`src/include/fm_detune_table.svh`:
```
`ifndef FM_DETUNE_TABLE_SVH
`define FM_DETUNE_TABLE_SVH

// Detune offsets, 32 key codes by amounts 0 to 3
// Amount 0 is always zero
`define FM_DETUNE_TABLE '{ \
	'{5'd0, 5'd0, 5'd1, 5'd2}, \
	'{5'd0, 5'd0, 5'd1, 5'd2}, \
	'{5'd0, 5'd0, 5'd1, 5'd2}, \
	'{5'd0, 5'd0, 5'd1, 5'd2}, \
	'{5'd0, 5'd1, 5'd2, 5'd2}, \
	'{5'd0, 5'd1, 5'd2, 5'd3}, \
	'{5'd0, 5'd1, 5'd2, 5'd3}, \
	'{5'd0, 5'd1, 5'd2, 5'd3}, \
	'{5'd0, 5'd1, 5'd2, 5'd4}, \
	'{5'd0, 5'd1, 5'd3, 5'd4}, \
	'{5'd0, 5'd1, 5'd3, 5'd4}, \
	'{5'd0, 5'd1, 5'd3, 5'd5}, \
	'{5'd0, 5'd2, 5'd4, 5'd5}, \
	'{5'd0, 5'd2, 5'd4, 5'd6}, \
	'{5'd0, 5'd2, 5'd4, 5'd6}, \
	'{5'd0, 5'd2, 5'd5, 5'd7}, \
	'{5'd0, 5'd2, 5'd5, 5'd8}, \
	'{5'd0, 5'd3, 5'd6, 5'd8}, \
	'{5'd0, 5'd3, 5'd6, 5'd9}, \
	'{5'd0, 5'd3, 5'd7, 5'd10}, \
	'{5'd0, 5'd4, 5'd8, 5'd11}, \
	'{5'd0, 5'd4, 5'd8, 5'd12}, \
	'{5'd0, 5'd4, 5'd9, 5'd13}, \
	'{5'd0, 5'd5, 5'd10, 5'd14}, \
	'{5'd0, 5'd5, 5'd11, 5'd16}, \
	'{5'd0, 5'd6, 5'd12, 5'd17}, \
	'{5'd0, 5'd6, 5'd13, 5'd19}, \
	'{5'd0, 5'd7, 5'd14, 5'd20}, \
	'{5'd0, 5'd8, 5'd16, 5'd22}, \
	'{5'd0, 5'd8, 5'd16, 5'd22}, \
	'{5'd0, 5'd8, 5'd16, 5'd22}, \
	'{5'd0, 5'd8, 5'd16, 5'd22} \
}

`endif

```
`src/design/fm_pkg.sv`:
```
`default_nettype none

package fm_pkg;

	// Register write opcodes
	typedef enum logic [2:0] {
		// fnum bits 10..8 and block, held in a staging latch
		OP_FNUM_HI = 3'd0,
		// fnum bits 7..0, commits the staged high part
		OP_FNUM_LO = 3'd1,
		// Detune in bits 6..4, multiple in bits 3..0
		OP_DT_MUL  = 3'd2,
		// Global test register, bit 3 disables accumulation
		OP_TEST    = 3'd3,
		// Restart the phase of one slot
		OP_KEY_ON  = 3'd4
	} pg_op_e;

	// Field widths
	localparam int FNUM_W  = 11;
	localparam int BLOCK_W = 3;
	localparam int DT_W    = 3;
	localparam int MUL_W   = 4;
	localparam int DTVAL_W = 5;

	// Phase accumulator and output widths
	localparam int PHASE_W = 20;
	localparam int OUT_W   = 10;

endpackage

`default_nettype wire

```
`src/design/fm_pg_regs.sv`:
```
`timescale 1ns/1ns
`default_nettype none

module fm_pg_regs
	import fm_pkg::*;
	#(
	parameter int NUM_SLOTS = 24,
	localparam int SLOT_W = $clog2(NUM_SLOTS)
	)
	(
	input  logic               MCLK,
	input  logic               rst_n_i,
	input  logic               wr_i,
	input  pg_op_e             wr_op_i,
	input  logic [SLOT_W-1:0]  wr_slot_i,
	input  logic [7:0]         wr_data_i,
	output logic [SLOT_W-1:0]  slot_o,
	output logic [FNUM_W-1:0]  fnum_o,
	output logic [BLOCK_W-1:0] block_o,
	output logic [DT_W-1:0]    dt_o,
	output logic [MUL_W-1:0]   multi_o,
	output logic               key_on_o,
	output logic               acc_dis_o
	);

	logic [SLOT_W-1:0]   slot_cnt;
	logic                wr_ok;

	logic [FNUM_W-9:0]   fnum_hi_stage;
	logic [BLOCK_W-1:0]  block_stage;
	logic                acc_dis_r;

	logic [FNUM_W-1:0]   fnum_r  [NUM_SLOTS];
	logic [BLOCK_W-1:0]  block_r [NUM_SLOTS];
	logic [DT_W-1:0]     dt_r    [NUM_SLOTS];
	logic [MUL_W-1:0]    multi_r [NUM_SLOTS];
	logic [NUM_SLOTS-1:0] key_on_r;

	// Slot writes outside the slot range are dropped
	assign wr_ok = wr_i && (wr_slot_i < NUM_SLOTS);

	always_ff @(posedge MCLK or negedge rst_n_i)
	begin
		if (!rst_n_i)
			slot_cnt <= '0;
		else if (slot_cnt == SLOT_W'(NUM_SLOTS - 1))
			slot_cnt <= '0;
		else
			slot_cnt <= slot_cnt + 1'b1;
	end

	// **************************************************
	// Global registers
	// **************************************************

	always_ff @(posedge MCLK or negedge rst_n_i)
	begin
		if (!rst_n_i)
		begin
			fnum_hi_stage <= '0;
			block_stage   <= '0;
			acc_dis_r     <= 1'b0;
		end
		else if (wr_i)
		begin
			if (wr_op_i == OP_FNUM_HI)
			begin
				fnum_hi_stage <= wr_data_i[2:0];
				block_stage   <= wr_data_i[5:3];
			end
			if (wr_op_i == OP_TEST)
				acc_dis_r <= wr_data_i[3];
		end
	end

	// **************************************************
	// Per-slot registers
	// **************************************************

	always_ff @(posedge MCLK or negedge rst_n_i)
	begin
		if (!rst_n_i)
		begin
			for (int i = 0; i < NUM_SLOTS; i++)
			begin
				fnum_r[i]  <= '0;
				block_r[i] <= '0;
				dt_r[i]    <= '0;
				multi_r[i] <= '0;
			end
		end
		else if (wr_ok)
		begin
			case (wr_op_i)
				OP_FNUM_LO:
				begin
					fnum_r[wr_slot_i]  <= {fnum_hi_stage, wr_data_i};
					block_r[wr_slot_i] <= block_stage;
				end
				OP_DT_MUL:
				begin
					dt_r[wr_slot_i]    <= wr_data_i[6:4];
					multi_r[wr_slot_i] <= wr_data_i[3:0];
				end
				default: ;
			endcase
		end
	end

	// A key-on written while its slot is presented waits for the next round
	always_ff @(posedge MCLK or negedge rst_n_i)
	begin
		if (!rst_n_i)
			key_on_r <= '0;
		else
		begin
			key_on_r[slot_cnt] <= 1'b0;
			if (wr_ok && wr_op_i == OP_KEY_ON)
				key_on_r[wr_slot_i] <= 1'b1;
		end
	end

	assign slot_o    = slot_cnt;
	assign fnum_o    = fnum_r[slot_cnt];
	assign block_o   = block_r[slot_cnt];
	assign dt_o      = dt_r[slot_cnt];
	assign multi_o   = multi_r[slot_cnt];
	assign key_on_o  = key_on_r[slot_cnt];
	assign acc_dis_o = acc_dis_r;

endmodule

`default_nettype wire

```
`src/design/fm_detune.sv`:
```
`timescale 1ns/1ns
`default_nettype none

`include "fm_detune_table.svh"

module fm_detune
	import fm_pkg::*;
	#(
	parameter int SLOT_W = 5
	)
	(
	input  logic               MCLK,
	input  logic               rst_n_i,
	input  logic [SLOT_W-1:0]  slot_i,
	input  logic [FNUM_W-1:0]  fnum_i,
	input  logic [BLOCK_W-1:0] block_i,
	input  logic [DT_W-1:0]    dt_i,
	input  logic [MUL_W-1:0]   multi_i,
	input  logic               restart_i,
	output logic [SLOT_W-1:0]  slot_o,
	output logic [FNUM_W-1:0]  fnum_o,
	output logic [BLOCK_W-1:0] block_o,
	output logic [MUL_W-1:0]   multi_o,
	output logic               restart_o,
	output logic [DTVAL_W-1:0] dt_val_o,
	output logic               dt_neg_o
	);

	localparam logic [DTVAL_W-1:0] DT_TABLE [0:31][0:3] = `FM_DETUNE_TABLE;

	logic               fnum_top;
	logic               round_bit;
	logic [BLOCK_W+1:0] key_code;

	// Key code is block, fnum MSB and a rounding bit from fnum 9..7
	assign fnum_top  = fnum_i[FNUM_W-1];
	assign round_bit = (fnum_top & |fnum_i[FNUM_W-2:FNUM_W-4])
		| (~fnum_top & &fnum_i[FNUM_W-2:FNUM_W-4]);
	assign key_code  = {block_i, fnum_top, round_bit};

	always_ff @(posedge MCLK or negedge rst_n_i)
	begin
		if (!rst_n_i)
		begin
			slot_o    <= '0;
			restart_o <= 1'b0;
		end
		else
		begin
			slot_o    <= slot_i;
			restart_o <= restart_i;
		end
	end

	always_ff @(posedge MCLK)
	begin
		fnum_o   <= fnum_i;
		block_o  <= block_i;
		multi_o  <= multi_i;
		dt_val_o <= DT_TABLE[key_code][dt_i[1:0]];
		dt_neg_o <= dt_i[2];
	end

endmodule

`default_nettype wire

```
`src/design/fm_pg.sv`:
```
`timescale 1ns/1ns
`default_nettype none

module fm_pg
	import fm_pkg::*;
	#(
	parameter int NUM_SLOTS = 24,
	localparam int SLOT_W = $clog2(NUM_SLOTS)
	)
	(
	input  logic               MCLK,
	input  logic               rst_n_i,
	input  logic [SLOT_W-1:0]  slot_i,
	input  logic [FNUM_W-1:0]  fnum_i,
	input  logic [BLOCK_W-1:0] block_i,
	input  logic [MUL_W-1:0]   multi_i,
	input  logic               restart_i,
	input  logic [DTVAL_W-1:0] dt_val_i,
	input  logic               dt_neg_i,
	input  logic               acc_dis_i,
	input  logic               dbg_load_i,
	input  logic [SLOT_W-1:0]  dbg_slot_i,
	output logic [OUT_W-1:0]   pg_out_o,
	output logic [SLOT_W-1:0]  pg_slot_o,
	output logic               pg_dbg_o
	);

	localparam int BASE_W = 17;
	localparam int DBG_W  = 10;

	logic [FNUM_W:0]     freq1;
	logic [FNUM_W+3:0]   freq2;
	logic [BASE_W-1:0]   freq3;

	logic                acc_dis_d;
	logic [SLOT_W-1:0]   slot_a;
	logic                reload_a;
	logic [BASE_W-1:0]   base_a;
	logic [DTVAL_W-1:0]  dt_val_a;
	logic                dt_neg_a;
	logic [MUL_W-1:0]    multi_a;

	logic [BASE_W-1:0]   dt_add;
	logic [BASE_W-1:0]   freq_dt;
	logic [PHASE_W-1:0]  freq_mul;

	logic [SLOT_W-1:0]   slot_b;
	logic                reload_b;
	logic [PHASE_W-1:0]  inc_b;

	logic [PHASE_W-1:0]  phase_mem [NUM_SLOTS];
	logic [PHASE_W-1:0]  phase_new;

	logic [DBG_W-1:0]    dbg_sr;

	// **************************************************
	// Stage A: block shift
	// **************************************************

	assign freq1 = {fnum_i, 1'b0};
	assign freq2 = {3'b000, freq1} << block_i[1:0];
	assign freq3 = block_i[2] ? BASE_W'({freq2, 1'b0}) : BASE_W'(freq2 >> 3);

	// Test bit arrives with stage R, one cycle ahead of the slot fields
	always_ff @(posedge MCLK or negedge rst_n_i)
	begin
		if (!rst_n_i)
		begin
			acc_dis_d <= 1'b0;
			slot_a    <= '0;
			reload_a  <= 1'b0;
		end
		else
		begin
			acc_dis_d <= acc_dis_i;
			slot_a    <= slot_i;
			reload_a  <= restart_i | acc_dis_d;
		end
	end

	always_ff @(posedge MCLK)
	begin
		base_a   <= freq3;
		dt_val_a <= dt_val_i;
		dt_neg_a <= dt_neg_i;
		multi_a  <= multi_i;
	end

	// **************************************************
	// Stage B: detune and multiple
	// **************************************************

	assign dt_add  = BASE_W'(dt_val_a);
	assign freq_dt = dt_neg_a ? base_a - dt_add : base_a + dt_add;

	// Multiple 0 means one half
	assign freq_mul = (multi_a == '0) ? PHASE_W'(freq_dt >> 1)
		: PHASE_W'(freq_dt) * PHASE_W'(multi_a);

	always_ff @(posedge MCLK or negedge rst_n_i)
	begin
		if (!rst_n_i)
		begin
			slot_b   <= '0;
			reload_b <= 1'b0;
		end
		else
		begin
			slot_b   <= slot_a;
			reload_b <= reload_a;
		end
	end

	always_ff @(posedge MCLK)
		inc_b <= freq_mul;

	// **************************************************
	// Stage C: accumulate into slot memory
	// **************************************************

	assign phase_new = reload_b ? inc_b : phase_mem[slot_b] + inc_b;

	always_ff @(posedge MCLK or negedge rst_n_i)
	begin
		if (!rst_n_i)
		begin
			for (int i = 0; i < NUM_SLOTS; i++)
				phase_mem[i] <= '0;
		end
		else
			phase_mem[slot_b] <= phase_new;
	end

	always_ff @(posedge MCLK or negedge rst_n_i)
	begin
		if (!rst_n_i)
		begin
			pg_out_o  <= '0;
			pg_slot_o <= '0;
		end
		else
		begin
			pg_out_o  <= phase_new[PHASE_W-1:PHASE_W-OUT_W];
			pg_slot_o <= slot_b;
		end
	end

	// Debug readout, memory already holds the phase shown on pg_out_o
	always_ff @(posedge MCLK or negedge rst_n_i)
	begin
		if (!rst_n_i)
			dbg_sr <= '0;
		else if (dbg_load_i && pg_slot_o == dbg_slot_i)
			dbg_sr <= phase_mem[pg_slot_o][DBG_W-1:0];
		else
			dbg_sr <= {dbg_sr[DBG_W-2:0], 1'b0};
	end

	assign pg_dbg_o = dbg_sr[DBG_W-1];

endmodule

`default_nettype wire

```
`src/design/fm_pg_top.sv`:
```
`timescale 1ns/1ns
`default_nettype none

module fm_pg_top
	import fm_pkg::*;
	#(
	parameter int NUM_SLOTS = 24,
	localparam int SLOT_W = $clog2(NUM_SLOTS)
	)
	(
	input  logic              MCLK,
	input  logic              rst_n_i,
	input  logic              wr_i,
	input  pg_op_e            wr_op_i,
	input  logic [SLOT_W-1:0] wr_slot_i,
	input  logic [7:0]        wr_data_i,
	input  logic              dbg_load_i,
	input  logic [SLOT_W-1:0] dbg_slot_i,
	output logic [OUT_W-1:0]  pg_out_o,
	output logic [SLOT_W-1:0] pg_slot_o,
	output logic              pg_dbg_o
	);

	// Stage R, register outputs
	logic [SLOT_W-1:0]  r_slot;
	logic [FNUM_W-1:0]  r_fnum;
	logic [BLOCK_W-1:0] r_block;
	logic [DT_W-1:0]    r_dt;
	logic [MUL_W-1:0]   r_multi;
	logic               r_key_on;
	logic               r_acc_dis;

	// Detune stage outputs
	logic [SLOT_W-1:0]  d_slot;
	logic [FNUM_W-1:0]  d_fnum;
	logic [BLOCK_W-1:0] d_block;
	logic [MUL_W-1:0]   d_multi;
	logic               d_restart;
	logic [DTVAL_W-1:0] d_dt_val;
	logic               d_dt_neg;

	fm_pg_regs #(.NUM_SLOTS(NUM_SLOTS)) u_regs
		(
		.MCLK(MCLK), .rst_n_i(rst_n_i),
		.wr_i(wr_i), .wr_op_i(wr_op_i), .wr_slot_i(wr_slot_i), .wr_data_i(wr_data_i),
		.slot_o(r_slot), .fnum_o(r_fnum), .block_o(r_block), .dt_o(r_dt),
		.multi_o(r_multi), .key_on_o(r_key_on), .acc_dis_o(r_acc_dis)
		);

	fm_detune #(.SLOT_W(SLOT_W)) u_detune
		(
		.MCLK(MCLK), .rst_n_i(rst_n_i),
		.slot_i(r_slot), .fnum_i(r_fnum), .block_i(r_block), .dt_i(r_dt),
		.multi_i(r_multi), .restart_i(r_key_on),
		.slot_o(d_slot), .fnum_o(d_fnum), .block_o(d_block), .multi_o(d_multi),
		.restart_o(d_restart), .dt_val_o(d_dt_val), .dt_neg_o(d_dt_neg)
		);

	fm_pg #(.NUM_SLOTS(NUM_SLOTS)) u_pg
		(
		.MCLK(MCLK), .rst_n_i(rst_n_i),
		.slot_i(d_slot), .fnum_i(d_fnum), .block_i(d_block), .multi_i(d_multi),
		.restart_i(d_restart), .dt_val_i(d_dt_val), .dt_neg_i(d_dt_neg),
		.acc_dis_i(r_acc_dis), .dbg_load_i(dbg_load_i), .dbg_slot_i(dbg_slot_i),
		.pg_out_o(pg_out_o), .pg_slot_o(pg_slot_o), .pg_dbg_o(pg_dbg_o)
		);

endmodule

`default_nettype wire

```
`config.mk`:
```
export PLATFORM = sky130hd
export DESIGN_NAME = fm_pg_top
export DESIGN_NICKNAME = d
export VERILOG_FILES = /design/src/design/fm_pkg.sv /design/src/design/fm_pg_regs.sv /design/src/design/fm_detune.sv /design/src/design/fm_pg.sv /design/src/design/fm_pg_top.sv
export VERILOG_INCLUDE_DIRS = /design/src /design/src/include
export SDC_FILE = /design/constraint.sdc
export NUM_CORES = 2
export LEC_CHECK = 0
export BUFFER_PORTS_ARGS = -buffer_cell sky130_fd_sc_hd__buf_2
export CAP_MARGIN = 30
export CORE_MARGIN = 3
export CORE_UTILIZATION = 50
export CTS_CLUSTER_DIAMETER = 40
export DETAILED_ROUTE_END_ITERATION = 6
export PLACE_DENSITY = 0.65
export SYNTH_ARGS = -nofsm -noshare
export SYNTH_HDL_FRONTEND = slang
export SYNTH_HIERARCHICAL = 1
export SYNTH_SLANG_ARGS = --single-unit
export TNS_END_PERCENT = 30
```
`constraint.sdc`:
```
create_clock -name MCLK -period 7.3 [get_ports MCLK]
set_input_delay 0 -clock MCLK [delete_from_list [all_inputs] [get_ports MCLK]]
set_output_delay 0 -clock MCLK [all_outputs]
set_load 0.005 [all_outputs]
```
==> results.json <==
{
  "grt_pass1_vias": 37771,
  "syn_inst": 4684,
  "synthAdderAreaFrac": 0.02735,
  "first_pass_iters": 7,
  "drt_iter0_markers": 3024,
  "clk_pin_slew_ns": 0.05,
  "yosys.area_share.xor_xnor": 0.006985,
  "globalplace.congestion": 0.8539,
  "via_count": 37427,
  "grt_overflow": 0,
  "clock_latency_ns": 0.76,
  "leakage_uw": 0.02973,
  "cap_violations": 0,
  "power.total_uw": 19560,
  "path_class": "reg2reg",
  "fin_setup_tns_ns": 0,
  "crit_path_max_incr_delay_ns": 0.81,
  "yosysSeqAreaShare": 0.5096,
  "finClkSkew_ns": 0.04474,
  "post_synth_most_frequent_cells": "1064 x dfrtp_1, 683 x nand2_1, 538 x o21ai_0",
  "ys.flop_type": "dfrtp_1",
  "netlist_area_mm2": 0.05500,
  "clock-sinks": 1134,
  "netlist.area_leader.share": 0.4841,
  "fillCellCount": 8913,
  "numPortBuffers": 40,
  "multi_input_area_mm2": 0.02517,
  "yosys-top-cells-area": "dfrtp_1 48%, mux2_2 10%, mux4_2 9.2%",
  "place_hpwl_um": 87720,
  "cts_setup_buffers": 0,
  "synth_warnings": 6,
  "cts_resized": 0,
  "synth_top_cell_by_area": "dfrtp_1",
  "worstPathCellList": "inv_1, ha_1, nor3b_1, ha_1, nor2_1, inv_1, ha_1, and3_1, a2111oi_0, a31oi_1, fa_1, inv_1, fa_1, inv_1, ha_1, a21oi_1, nand2b_1, o21ai_0, o21ai_0, o41ai_1, xnor2_1, nor2_1",
  "cp.required_ns": 7.93,
  "drv_slew": 0,
  "violations": "design-rule violations",
  "row_count": 121,
  "syn-num-nets": 4810,
  "drive_gt1_frac": 0.2527,
  "synth_compound_area_frac": 0.09874,
  "setup_violations": 0,
  "synthMuxAreaShare": 0.2396,
  "avgSynthCellArea_um2": 11.74,
  "critPathSlowestCell": "a2111oi_0",
  "antenna_found_initial": 1,
  "synth_top_family_by_area": "multiplexers",
  "async_flop_share": 0.9383,
  "fmax_mhz": 161.0,
  "core_area_mm2": 0.1090,
  "final_util": 0.5732,
  "powerDensity_mw_per_mm2": 313.1,
  "crit_family": "adder cells",
  "rsz0062_at_grt": "no",
  "tightest_slew_ns": 1.055,
  "ant_nets": 0,
  "finalCritPeriodShare": 0.8510,
  "area_growth_syn_to_layout_pct": 13.62,
  "cts_root_buffer": "clkbuf_16",
  "yosysMostFrequentCell": "dfrtp_1",
  "cp_max_fo": 7,
  "period_needed_ns": 6.212,
  "ys_ff_latch": 1134,
  "post_synth_num_cell_types": 82,
  "drt_wl_total_um": 143800,
  "status": "finished with violations",
  "hp-class": "in2reg",
  "fp.dieW_um": 337.7,
  "synth_simple_gate_area_share": 0.08293,
  "tritoncts": "done",
  "crit_arrival_ns": 6.84,
  "path_buf_inv": 4,
  "h-tree-depth": 4,
  "ctsHoldBuffers": 28,
  "grt_usage": 0.2568,
  "io_pins": 41,
  "cp-end-kind": "flop",
  "start_util": 0.5045,
  "cts.path.max_buffers": 3,
  "peakVddDrop_mv": 0.2287,
  "grt_max_degree": 178,
  "dieArea_mm2": 0.1140,
  "final-hold-violation-count": 0,
  "startpoint_type": "flop",
  "viasPerCell": 6.065,
  "remaining_drc_errors": 2,
  "chipHeight_um": 337.7,
  "wl_per_cell_um": 23.30,
  "final_nets": 4755,
  "seq_area_mm2": 0.02805,
  "cts-buffers-inserted": 154,
  "max_slew_margin": 0.2938,
  "synth_edf_count": 0,
  "grt_pass1_wl_um": 225500
}
final cells by class:
type,instances,area share
clock buffers,195,0.06736
repair buffers,169,0.02857
well taps,1414,0.02831
inverters,100,0.006007
clock inverters,88,0.01798
flip-flops and latches,1134,0.4488
multi-input cells,3070,0.4029
diodes,1,0.00004005
worst min-delay path, delay by kind of cell:
kind | cells | cell delay (ns)
AO/OA/AOI/OAI | 1 | 0.06
AND/OR/NAND/NOR | 2 | 0.58
XOR/XNOR | 1 | 0.05
buffers and inverters | 1 | 0.08
flip-flops by register name (all words and copies together), names as in the netlist, 11 cells and up:
signal / flops
u_pg/phase_mem: 480
u_regs/fnum_r: 264
u_regs/multi_r: 96
u_regs/block_r: 72
u_regs/dt_r: 72
u_regs/key_on_r: 24
u_pg/inc_b: 20
u_pg/base_a: 16
u_detune/fnum_o: 11
metal layers:
layer / part of all wire / GRT usage
met1: 0.44 / 0.3559
met5: 0.000090 / 0
met3: 0.061 / 0.04397
met2: 0.48 / 0.4161
met4: 0.025 / 0.07985
per-stage QoR:
stage               hold WS, ns  std cells  area [µm²]  worst slack (ns)
floorplan               -0.2956       4684       55000             1.825
global placement         0.1374       5827       56210             1.299
detailed placement       0.1330       5853       56750             1.178
CTS                     0.01090       6164       62380             1.199
global route             0.1330       6170       62480            0.5506
finish                  0.05966       6171       62480             1.088
layout by cell type (no fill, tap or decap), drive strengths merged, types with 47 or more instances in the layout:
cell    count
mux4      225
o22ai      94
mux2i     214
buf       140
mux2      530
o21ai     559
a22oi      66
nor2      105
a21oi      47
dfrtp    1064
nand2     683
dfxtp      70
nand3      65
clkbuf    195
ha         69
inv       125
cell families after synthesis:
logic type               count (synthesis)
flip-flops                            1134
AND/OR/NAND/NOR                       1033
adder cells (fa/ha/maj)                101
multiplexers                           969
AO/OA/AOI/OAI                          924
XOR/XNOR                                43
buffers and inverters                  480
worst paths after layout:
path / startpoint / cells after the start / slack, ns / end
worst max-delay path: u_pg/dt_val_a[0]$_DFF_P_ / 22 / 1.09 / u_pg/inc_b[19]$_SDFF_PP0_
worst min-delay path: dbg_slot_i[4] / 5 / 0.06 / u_pg/dbg_sr[1]$_DFF_PN0_
worst max register to register: u_pg/dt_val_a[0]$_DFF_P_ / 22 / 1.09 / u_pg/inc_b[19]$_SDFF_PP0_
worst min register to register: u_detune/dt_val_o[2]$_DFF_P_ / 0 / 0.32 / u_pg/dt_val_a[2]$_DFF_P_
max in group asynchronous: rst_n_i / 5 / 5.03 / u_regs/dt_r[61]$_DFFE_PN0P_
min in group asynchronous: rst_n_i / 3 / 0.39 / u_pg/phase_mem[379]$_DFFE_PN0P_
where the power goes:
| part | internal (µW) | total (µW) | switching [µW] | leakage, µW |
|---|---|---|---|---|
| Clock | 4610 | 7640 | 3030 | 0.00257 |
| Sequential | 7480 | 8260 | 778 | 0.0146 |
| Combinational | 1580 | 3660 | 2080 | 0.0125 |
| Total | 13700 | 19600 | 5890 | 0.0297 |
Power figures use the tool's default switching activity.
